===== config.mk =====
export PLATFORM = sky130hd
export DESIGN_NAME = commitTop
export DESIGN_NICKNAME = d
export VERILOG_FILES = /design/src/hw/commitPkg.sv /design/src/hw/archMap.sv /design/src/hw/commitSelect.sv /design/src/hw/commitTop.sv /design/src/hw/intSampler.sv /design/src/hw/redirectGen.sv
export SDC_FILE = /design/constraint.sdc
export NUM_CORES = 1
export LEC_CHECK = 0
export BUFFER_PORTS_ARGS = -buffer_cell sky130_fd_sc_hd__buf_2
export CAP_MARGIN = 20
export CORE_AREA = 2 2 193 195
export CTS_BUF_LIST = sky130_fd_sc_hd__clkbuf_4 sky130_fd_sc_hd__clkbuf_8 sky130_fd_sc_hd__clkbuf_16
export CTS_CLUSTER_DIAMETER = 50
export DETAILED_ROUTE_END_ITERATION = 16
export DIE_AREA = 0 0 195 197
export HOLD_SLACK_MARGIN = 0.1
export SLEW_MARGIN = 20
export SYNTH_ARGS = -nofsm -noshare
export SYNTH_HDL_FRONTEND = slang
export SYNTH_SLANG_ARGS = --single-unit

===== constraint.sdc =====
create_clock -name clk -period 7.1 [get_ports clk]
set_input_delay 0.71 -clock clk [delete_from_list [all_inputs] [get_ports clk]]
set_output_delay 0.71 -clock clk [all_outputs]
set_load 0.01 [all_outputs]

===== src/hw/commitPkg.sv =====
package commitPkg;

    localparam int NUM_ARF = 32;
    localparam int ARF_W = 5;
    localparam int PRF_W = 6;
    localparam int EXC_W = 5;
    localparam logic [31:0] EXC_VECTOR = 32'hBFC0_0380;

    typedef enum logic [EXC_W-1:0] {
        excInterrupt,
        excAdEL,
        excAdES,
        excSyscall,
        excBreak,
        excReserved,
        excOverflow,
        excEret
    } excCode_e;

    typedef enum logic [2:0] {
        kindNormal,
        kindBranch,
        kindStore,
        kindBubble, // Empty delay slot.
        kindEret
    } uopKind_e;

    // Branch view of the aux word.
    typedef struct packed {
        logic        predTaken;
        logic        branchTaken;
        logic [31:0] predAddr;
        logic [17:0] pad;
    } branchAux_t;

    // Exception view, valid when causeExc is set.
    typedef struct packed {
        excCode_e    code;
        logic [31:0] badVAddr;
        logic [14:0] pad;
    } excAux_t;

    typedef union packed {
        branchAux_t br;
        excAux_t    exc;
    } uopAux_u;

    typedef struct packed {
        logic             valid;
        logic             busy;
        uopKind_e         kind;
        logic [31:0]      pc;
        logic [31:0]      branchAddr; // Resolved target.
        logic             causeExc;
        logic             isDS;
        uopAux_u          aux;
        logic             dstWe;
        logic [ARF_W-1:0] dstL;
        logic [PRF_W-1:0] dstP;
        logic [PRF_W-1:0] dstStale;
    } robUop_t;

    typedef struct packed {
        logic    valid;
        robUop_t uop0;
        robUop_t uop1;
    } robWindow_t;

    typedef struct packed {
        logic        ie;
        logic        exl;
        logic [5:0]  im;
        logic [1:0]  imSw;
        logic [1:0]  ipSw;
        logic        counterInt;
        logic [31:0] epc;
    } cp0Status_t;

    typedef struct packed {
        logic             valid;
        logic             wrReg;
        logic [ARF_W-1:0] arf;
        logic [PRF_W-1:0] prf;
        logic [PRF_W-1:0] stale;
    } commitSlot_t;

    typedef struct packed {
        logic        take;
        excCode_e    code;
        logic [31:0] badVAddr;
        logic [31:0] pc;
        logic        isDS;
        logic [5:0]  intLines;
    } excReport_t;

    typedef struct packed {
        logic        valid;
        logic [31:0] pc;
    } redirect_t;

endpackage


===== src/hw/archMap.sv =====
`timescale 1ns/1ps

module archMap (
    input  logic                                clk,
    input  logic                                rst,
    input  commitPkg::commitSlot_t              commit0,
    input  commitPkg::commitSlot_t              commit1,
    output logic [1:0]                          freeValid,
    output logic [commitPkg::PRF_W-1:0]         freeTag0,
    output logic [commitPkg::PRF_W-1:0]         freeTag1
);

    logic [commitPkg::PRF_W-1:0] map [commitPkg::NUM_ARF];

    always_ff @(posedge clk) begin
        if (rst) begin
            for (int i = 0; i < commitPkg::NUM_ARF; i++) begin
                map[i] <= commitPkg::PRF_W'(i); // Identity map.
            end
        end else begin
            if (commit0.wrReg) begin
                map[commit0.arf] <= commit0.prf;
            end
            // Younger slot wins on the same register.
            if (commit1.wrReg) begin
                map[commit1.arf] <= commit1.prf;
            end
        end
    end

    assign freeValid = {commit1.wrReg, commit0.wrReg};
    assign freeTag0  = commit0.stale;
    assign freeTag1  = commit1.stale;

    // Rename must have seen the same committed mapping.
    assert property (@(posedge clk) disable iff (rst)
        commit0.wrReg |-> commit0.stale == map[commit0.arf])
        else $error("slot 0 stale tag disagrees with committed map");

endmodule


===== src/hw/commitSelect.sv =====
`timescale 1ns/1ps

module commitSelect (
    input  logic                   clk,
    input  logic                   rst,
    input  commitPkg::robWindow_t  robWin,
    input  logic                   intPending,
    input  logic [5:0]             intLines,
    input  logic                   flush,
    output commitPkg::commitSlot_t commit0,
    output commitPkg::commitSlot_t commit1,
    output logic [1:0]             storeFire,
    output logic                   mispredict,
    output logic                   waitDs,
    output logic [31:0]            target,
    output commitPkg::excReport_t  excOut
);

    commitPkg::robUop_t    uop0;
    commitPkg::robUop_t    uop1;
    commitPkg::branchAux_t br0;
    logic                  good0;
    logic                  good1;
    logic                  exc0;
    logic                  exc1;
    logic                  intTake;
    logic                  sel0;
    logic                  takeWrong;
    logic                  addrWrong;
    logic                  mispredictNow;
    logic [31:0]           nextTarget;

    assign uop0 = robWin.uop0;
    assign uop1 = robWin.uop1;
    assign br0  = uop0.aux.br;

    // Busy entries come back in a later window.
    assign good0 = robWin.valid && !flush && uop0.valid && !uop0.busy;
    assign good1 = robWin.valid && !flush && uop1.valid && !uop1.busy;

    assign exc0    = good0 && uop0.causeExc;
    assign exc1    = good1 && uop1.causeExc;
    assign intTake = good0 && intPending; // Taken on the head instruction.
    assign sel0    = intTake || exc0;

    // Branch view only when no exception.
    assign takeWrong     = br0.branchTaken != br0.predTaken;
    assign addrWrong     = br0.branchTaken && (br0.predAddr != uop0.branchAddr);
    assign mispredictNow = good0 && !uop0.causeExc && uop0.kind == commitPkg::kindBranch
                           && (takeWrong || addrWrong);
    assign nextTarget    = br0.branchTaken ? uop0.branchAddr : uop0.pc + 32'd8;

    assign storeFire[0] = good0 && uop0.kind == commitPkg::kindStore;
    assign storeFire[1] = good1 && uop1.kind == commitPkg::kindStore;

    always_ff @(posedge clk) begin
        if (rst) begin
            commit0.valid <= 1'b0;
            commit0.wrReg <= 1'b0;
            commit1.valid <= 1'b0;
            commit1.wrReg <= 1'b0;
            mispredict    <= 1'b0;
            waitDs        <= 1'b0;
            excOut.take   <= 1'b0;
        end else begin
            commit0.valid <= good0;
            commit1.valid <= good1;
            commit0.wrReg <= good0 && uop0.dstWe && !sel0;
            commit1.wrReg <= good1 && uop1.dstWe && !sel0 && !exc1;
            mispredict    <= mispredictNow;
            if (mispredictNow) begin
                waitDs <= uop1.kind == commitPkg::kindBubble; // Delay slot not yet here.
            end else if (good0 || good1) begin
                waitDs <= 1'b0;
            end
            excOut.take <= intTake || exc0 || exc1;
        end

        commit0.arf   <= uop0.dstL;
        commit0.prf   <= uop0.dstP;
        commit0.stale <= uop0.dstStale;
        commit1.arf   <= uop1.dstL;
        commit1.prf   <= uop1.dstP;
        commit1.stale <= uop1.dstStale;

        if (mispredictNow) begin
            target <= nextTarget;
        end

        // Interrupt first, then slot 0, then slot 1.
        excOut.code     <= intTake ? commitPkg::excInterrupt :
                           (exc0 ? uop0.aux.exc.code : uop1.aux.exc.code);
        excOut.badVAddr <= sel0 ? uop0.aux.exc.badVAddr : uop1.aux.exc.badVAddr;
        excOut.pc       <= sel0 ? uop0.pc : uop1.pc;
        excOut.isDS     <= sel0 ? uop0.isDS : uop1.isDS;
        excOut.intLines <= intLines;
    end

    // Store strobes must stay known for the store buffer.
    assert property (@(posedge clk) disable iff (rst) !$isunknown(storeFire))
        else $error("store strobe unknown");

endmodule


===== src/hw/commitTop.sv =====
`timescale 1ns/1ps

module commitTop (
    input  logic                        clk,
    input  logic                        rst,
    input  logic [4:0]                  extInt,
    input  commitPkg::cp0Status_t       cp0,
    input  commitPkg::robWindow_t       robWin,
    output commitPkg::commitSlot_t      commit0,
    output commitPkg::commitSlot_t      commit1,
    output logic [1:0]                  freeValid,
    output logic [commitPkg::PRF_W-1:0] freeTag0,
    output logic [commitPkg::PRF_W-1:0] freeTag1,
    output logic [1:0]                  storeFire,
    output commitPkg::excReport_t       excOut,
    output commitPkg::redirect_t        redir,
    output logic                        flush
);

    logic [5:0]  intLines;
    logic        intPending;
    logic        mispredict;
    logic        waitDs;
    logic [31:0] target;

    intSampler uSampler (
        .clk(clk), .rst(rst), .extInt(extInt), .cp0(cp0),
        .intLines(intLines), .intPending(intPending)
    );

    commitSelect uSelect (
        .clk(clk), .rst(rst), .robWin(robWin), .intPending(intPending),
        .intLines(intLines), .flush(flush), .commit0(commit0), .commit1(commit1),
        .storeFire(storeFire), .mispredict(mispredict), .waitDs(waitDs),
        .target(target), .excOut(excOut)
    );

    redirectGen uRedirect (
        .clk(clk), .rst(rst), .mispredict(mispredict), .waitDs(waitDs),
        .target(target), .excOut(excOut), .epc(cp0.epc), .flush(flush), .redir(redir)
    );

    archMap uMap (
        .clk(clk), .rst(rst), .commit0(commit0), .commit1(commit1),
        .freeValid(freeValid), .freeTag0(freeTag0), .freeTag1(freeTag1)
    );

endmodule


===== src/hw/intSampler.sv =====
`timescale 1ns/1ps

module intSampler (
    input  logic                 clk,
    input  logic                 rst,
    input  logic [4:0]           extInt,
    input  commitPkg::cp0Status_t cp0,
    output logic [5:0]           intLines,
    output logic                 intPending
);

    logic [5:0] lines;

    // Timer interrupt sits on the top line.
    always_ff @(posedge clk) begin
        if (rst) begin
            lines <= '0;
        end else begin
            lines <= {cp0.counterInt, extInt};
        end
    end

    assign intLines = lines;

    // Hardware and software lines against the mask.
    assign intPending = (|({lines, cp0.ipSw} & {cp0.im, cp0.imSw})) && cp0.ie && !cp0.exl;

    // Pending state must be known out of reset.
    assert property (@(posedge clk) disable iff (rst) !$isunknown(intPending))
        else $error("interrupt pending unknown");

endmodule


===== src/hw/redirectGen.sv =====
`timescale 1ns/1ps

module redirectGen (
    input  logic                  clk,
    input  logic                  rst,
    input  logic                  mispredict,
    input  logic                  waitDs,
    input  logic [31:0]           target,
    input  commitPkg::excReport_t excOut,
    input  logic [31:0]           epc,
    output logic                  flush,
    output commitPkg::redirect_t  redir
);

    logic prevWaitDs;
    logic dsResolved;

    always_ff @(posedge clk) begin
        if (rst) begin
            prevWaitDs <= 1'b0;
        end else begin
            prevWaitDs <= waitDs;
        end
    end

    // Delay slot has just arrived.
    assign dsResolved = prevWaitDs && !waitDs;

    always_comb begin
        flush      = 1'b0;
        redir.valid = 1'b0;
        redir.pc    = target;
        if (excOut.take) begin
            flush       = 1'b1;
            redir.valid = 1'b1;
            if (excOut.code == commitPkg::excEret) begin
                redir.pc = epc;
            end else begin
                redir.pc = commitPkg::EXC_VECTOR;
            end
        end else if ((mispredict && !waitDs) || dsResolved) begin
            flush       = 1'b1; // Wrong path behind the branch.
            redir.valid = 1'b1;
        end
    end

    // Flush and redirect travel together, one cycle wide.
    assert property (@(posedge clk) disable iff (rst) flush |-> redir.valid ##1 !flush)
        else $error("flush not a single-cycle redirect pulse");

endmodule


Yosys cells after proc, flatten, opt, wreduce, memory -nomap -nowiden:

Index checks and enable logic that the tools add are counted.

* register bits: 156
* bits in latches: 0
* memory bits (writable): 0
* bits in read-only memories: 0
* bits of input ports: 335
* output and inout port bits: 165
* logic and storage cells: 79
* memories: 0

* add/subtract/negate cells: 1
* $mul: 0
* divide/modulo/power cells: 0
* magnitude comparators: 0
* equal/unequal tests: 7
* shift operators: 0
* mux-type cells: 11
* bitwise logic cells: 1
* reductions and logical operators: 38

Operators with widths (number)
* $mux W32: 5
* $add A32 B4 Y32 const B: 1
* $ne A32 B32 Y1: 1
* $logic_and A1 B1 Y1: 23
* $eq A3 B2 Y1 const B: 3
* $and A8 B8 Y8: 1
* $logic_not A1 Y1: 8
* $reduce_or A8 Y1: 1
* $eq A5 B3 Y1 const B: 1
* $logic_or A1 B1 Y1: 5
* $mux W1: 5
* $mux W5: 1
* $eq A3 B1 Y1 const B: 1
* $reduce_bool A2 Y1: 1
* $ne A1 B1 Y1: 1

Logic depth before layout (Yosys ltp):

* depth in word-level cells: 14
* mapped depth: 7

Cells and area by module:

From an unflattened synthesis, not the netlist that was laid out.

* cell total of the unflattened synthesis: 543
* area total of the unflattened synthesis: 6411.1 sq um

By module, submodules not included
* commitSelect: instances 1, cells an instance 460, area each 5652.9 sq um
* redirectGen: instances 1, cells an instance 51, area each 447.9 sq um
* intSampler: instances 1, cells an instance 18, area each 205.2 sq um
* archMap: instances 1, cells an instance 14, area each 105.1 sq um

Least setup slack after synthesis:

No wires, ideal clock.

* path type: input-to-reg
* start: input port robWin[280] in the netlist's numbering
* end: register uSelect.target[0] (enable)
* setup time: 0.461 ns
* data arrival time: 3.363 ns
* setup slack: 3.276 ns
* stages on the path: 3
* buffers on the path: 0
* cells stage by stage: and2b_1 nand4b_4 nor3_1

* cells in the longest elaborated chain, start to end: 5

RTL lines
* start: declaration: line commitTop.sv:8 `input commitPkg::robWindow_t robWin,`
* $logic_not A1 Y1: line commitSelect.sv:38 `assign good0 = robWin.valid && !flush && uop0.valid && !uop0.busy;`
* $logic_and A1 B1 Y1: line commitSelect.sv:38
* $logic_and A1 B1 Y1 (2 in a row): line commitSelect.sv:49 `assign mispredictNow = good0 && !uop0.causeExc && uop0.kind == commitPkg::kindBranch`
* $logic_and A1 B1 Y1: line commitSelect.sv:50 `&& (takeWrong || addrWrong);`
* via uSelect.mispredictNow: line commitSelect.sv:30 `logic mispredictNow;`
* end signal: assignment: line commitSelect.sv:87 `target <= nextTarget;`
* end: declaration: line commitSelect.sv:15 `output logic [31:0] target,`

The timed path passes the listed nets, and every way through them passes these cells.
A chain may end at the register's enable or synchronous reset.

==> flow_metrics.tcl <==
set metrics [dict create \
    skew_ns 0.00781 \
    synthTopCellsByArea "dfxtp_1, edfxtp_1, mux2_1" \
    p_switching_mw 0.585 \
    final_area_um2 9510 \
    grt_pass1_vias 5829 \
    period_share 0.455 \
    num_vias 5815 \
    crit_type "flop to primary output" \
    hold_class "flop to flop" \
    cts-root-buf "clkbuf_16" \
    dieArea_um2 38400 \
    max_freq_ghz 0.310 \
    grt_max_degree 63 \
    ios 500 \
    io_buffer_count 437 \
    globalplace.congestion 0.767 \
    cp-start-kind "flop" \
    synth_nets 897 \
    whs_ns 0.352 \
    fin_setup_tns_ns 0 \
    required_ns 6.39 \
    viasPerCell 3.96 \
    seq_area_frac_synth 0.543 \
    p_clk_frac 0.425 \
    drv_cap 0 \
    syn-cell-area_um2 6340 \
    htree_levels 4 \
    place_area_um2 8920 \
    cts_tree "yes" \
    critPathCaptureType "primary output" \
    initial_core_util 0.175 \
    p_leak_nw 4.37 \
    powerDensity_nw_per_um2 227 \
    hold_viol_final 0 \
    yosysWarnings 0 \
    grt_usage 0.142 \
    cts.sinks 156 \
    synth_edf_count 32 \
    max-vdd-ir-drop_v 0.000163 \
    core_um2 36300 \
    cts_resized 0 \
    yosysUniqueCellTypes 47 \
    clk_latency_ns 0.44 \
    hold_buffers 0 \
    intPower_mw 1.58 \
    relSlewSlack 0.304 \
    nFillCells 3897 \
    worstPathArrival_ns 2.52 \
    clockBufferDepth 2 \
    maxSlewViolCount 0 \
    seq_power_share 0.445 \
    post_cts_buffers 0 \
    setup_viol 0 \
    area_delta_synth_final_pct 50.0 \
    tightest_slew_ns 1.03 \
    drive_gt1_frac 0.510 \
    antenna_left 0 \
    synth-async-reset-ratio 0 \
    comb_power_share 0.130 \
    synth_area_leader_cell "dfxtp_1" \
    syn_inst 561 \
    drtIter0Drc 169 \
    row_count 70 \
    synth_top_area_frac 0.391 \
    wl_per_cell_um 18.9 \
    die_w_um 195 \
    grt_pass1_wl_mm 38.1 \
    status "complete, no violations" \
    die_y_um 197 \
    synth-seq-cells 156 \
    final.min_clock_period_ns 3.23 \
    rsz0062_at_grt "false" \
    fin_nets 1320 \
    swShare 0.271 \
    firstDrtPassIters 7 \
    drt-total-wl_mm 27.8 \
    avgSynthCellArea_um2 11.3 \
    grt_antenna_before_repair 12 \
    cts_inserted_buffers 17 \
    clkSlewWorstSetupHoldPaths_ns 0.07 \
    gr-total-overflow 0 \
    dpl.hpwl_mm 22.5 \
    ys_dominant_reg_cell "dfxtp_1" \
    drc_errors 0 \
    critical_path.max_fanout 12 \
]
[registers in the layout (all words and copies together) (netlist names)]
register              cells
uSelect.target           32
uSampler.intLines         6
uSelect.mispredict        1
uSelect.excOut           77
uSelect.commit1          19
uSelect.commit0          19
uRedirect.prevWaitDs      1
uSelect.waitDs            1
[cells in the final DEF (no fill, tap or decap), drive strengths merged, types with 2 or more instances in the layout]
master and count:
a22o 5, a22oi 4, and2 3, and3 4, and4 2, buf 443, clkbuf 20, clkinv 5
dfxtp 124, diode 5, edfxtp 32, inv 32, mux2 68, nand2 60, nand2b 2, nand3 11
nand4 13, nor2 7, nor2b 7, nor3 2, nor4 11, nor4b 4, nor4bb 2, o21ai 52
o21bai 2, o22a 12, xnor2 10, xor2 49
[cell usage after synthesis (10+ instances only)]
| cell | n |
|---|---|
| buf_4 | 16 |
| clkbuf_1 | 13 |
| dfxtp_1 | 124 |
| edfxtp_1 | 32 |
| inv_1 | 26 |
| mux2_1 | 49 |
| mux2_2 | 19 |
| nand2_1 | 60 |
| nand3_1 | 10 |
| nand4_1 | 12 |
| o21ai_0 | 42 |
| o21ai_1 | 10 |
| o22a_1 | 12 |
| xnor2_1 | 10 |
| xor2_1 | 49 |
[cell type report]
type                       instances  area [um2]  share of cell area
sequential                       156        3440               0.362
multi-input combinational        340        2560               0.269
timing repair buffer             443        2230               0.235
tap                              468         586              0.0616
clock buffer                      20         478              0.0503
clock inverter                    12         100              0.0105
inverter                          26        97.6              0.0103
antenna                            5        12.5             0.00132
[routing by layer]
metal	part of all wire	routed length [um]	vias to the layer above	global-route usage
met2	0.51	14300	293	0.256
li1	-	-	2783	-
met5	0.0015	41	-	0
met1	0.40	11200	2698	0.158
met3	0.057	1590	35	0.0390
met4	0.024	658	6	0.0577
[final timing paths]
path	from	end	slack [ns]	cells past startpoint
worst min-delay path	uSampler.intLines[2]	uSelect.excOut[2]	0.35	0
worst max-delay path	uSelect.excOut[73]	redir[23]	3.87	4
worst max register to register	uSampler.intLines[2]	uSelect.excOut[39]	4.21	5
worst min register to register	uSampler.intLines[2]	uSelect.excOut[2]	0.35	0
[stage by stage]
stage          cells  utilization  setup slack (ns)  power [mW]
6_report        1470        0.262              3.87        2.16
5_1_grt         1469        0.262              3.74        2.26
4_1_cts         1465        0.262              3.70        2.21
3_5_place_dp    1433        0.246              3.53        1.27
3_3_place_gp    1433        0.246              3.57        1.26
2_1_floorplan    561            -              3.28        1.09
[critical path, cell delays in order (launching register included)]
cell and delay [ns]:
dfxtp_1 0.35, nor4bb_1 0.41, nand3_1 0.73, o22a_1 0.43, buf_2 0.15
[power groups by stage]
stage          Combinational [mW]  Clock [mW]  Sequential [mW]
2_1_floorplan              0.0904           0             1.00
3_3_place_gp                0.284           0            0.980
3_5_place_dp                0.287           0            0.982
4_1_cts                     0.288       0.956            0.962
5_1_grt                     0.307       0.985            0.965
6_report                    0.281       0.918            0.961
[kinds of logic (layout without fill, tap and decap cells)]
group / Yosys count / count (layout) / synth area share
flip-flops: 156 / 156 / 0.543
AO/OA/AOI/OAI: 78 / 78 / 0.0756
multiplexers: 68 / 68 / 0.121
buffers and inverters: 65 / 501 / 0.0562
AND/OR/NAND/NOR: 134 / 134 / 0.121
adder cells (fa/ha/maj): 1 / 1 / 0.00197
XOR/XNOR: 59 / 59 / 0.0815
other: 0 / 5 / 0
Note: power is estimated with default switching activity, not from simulation.
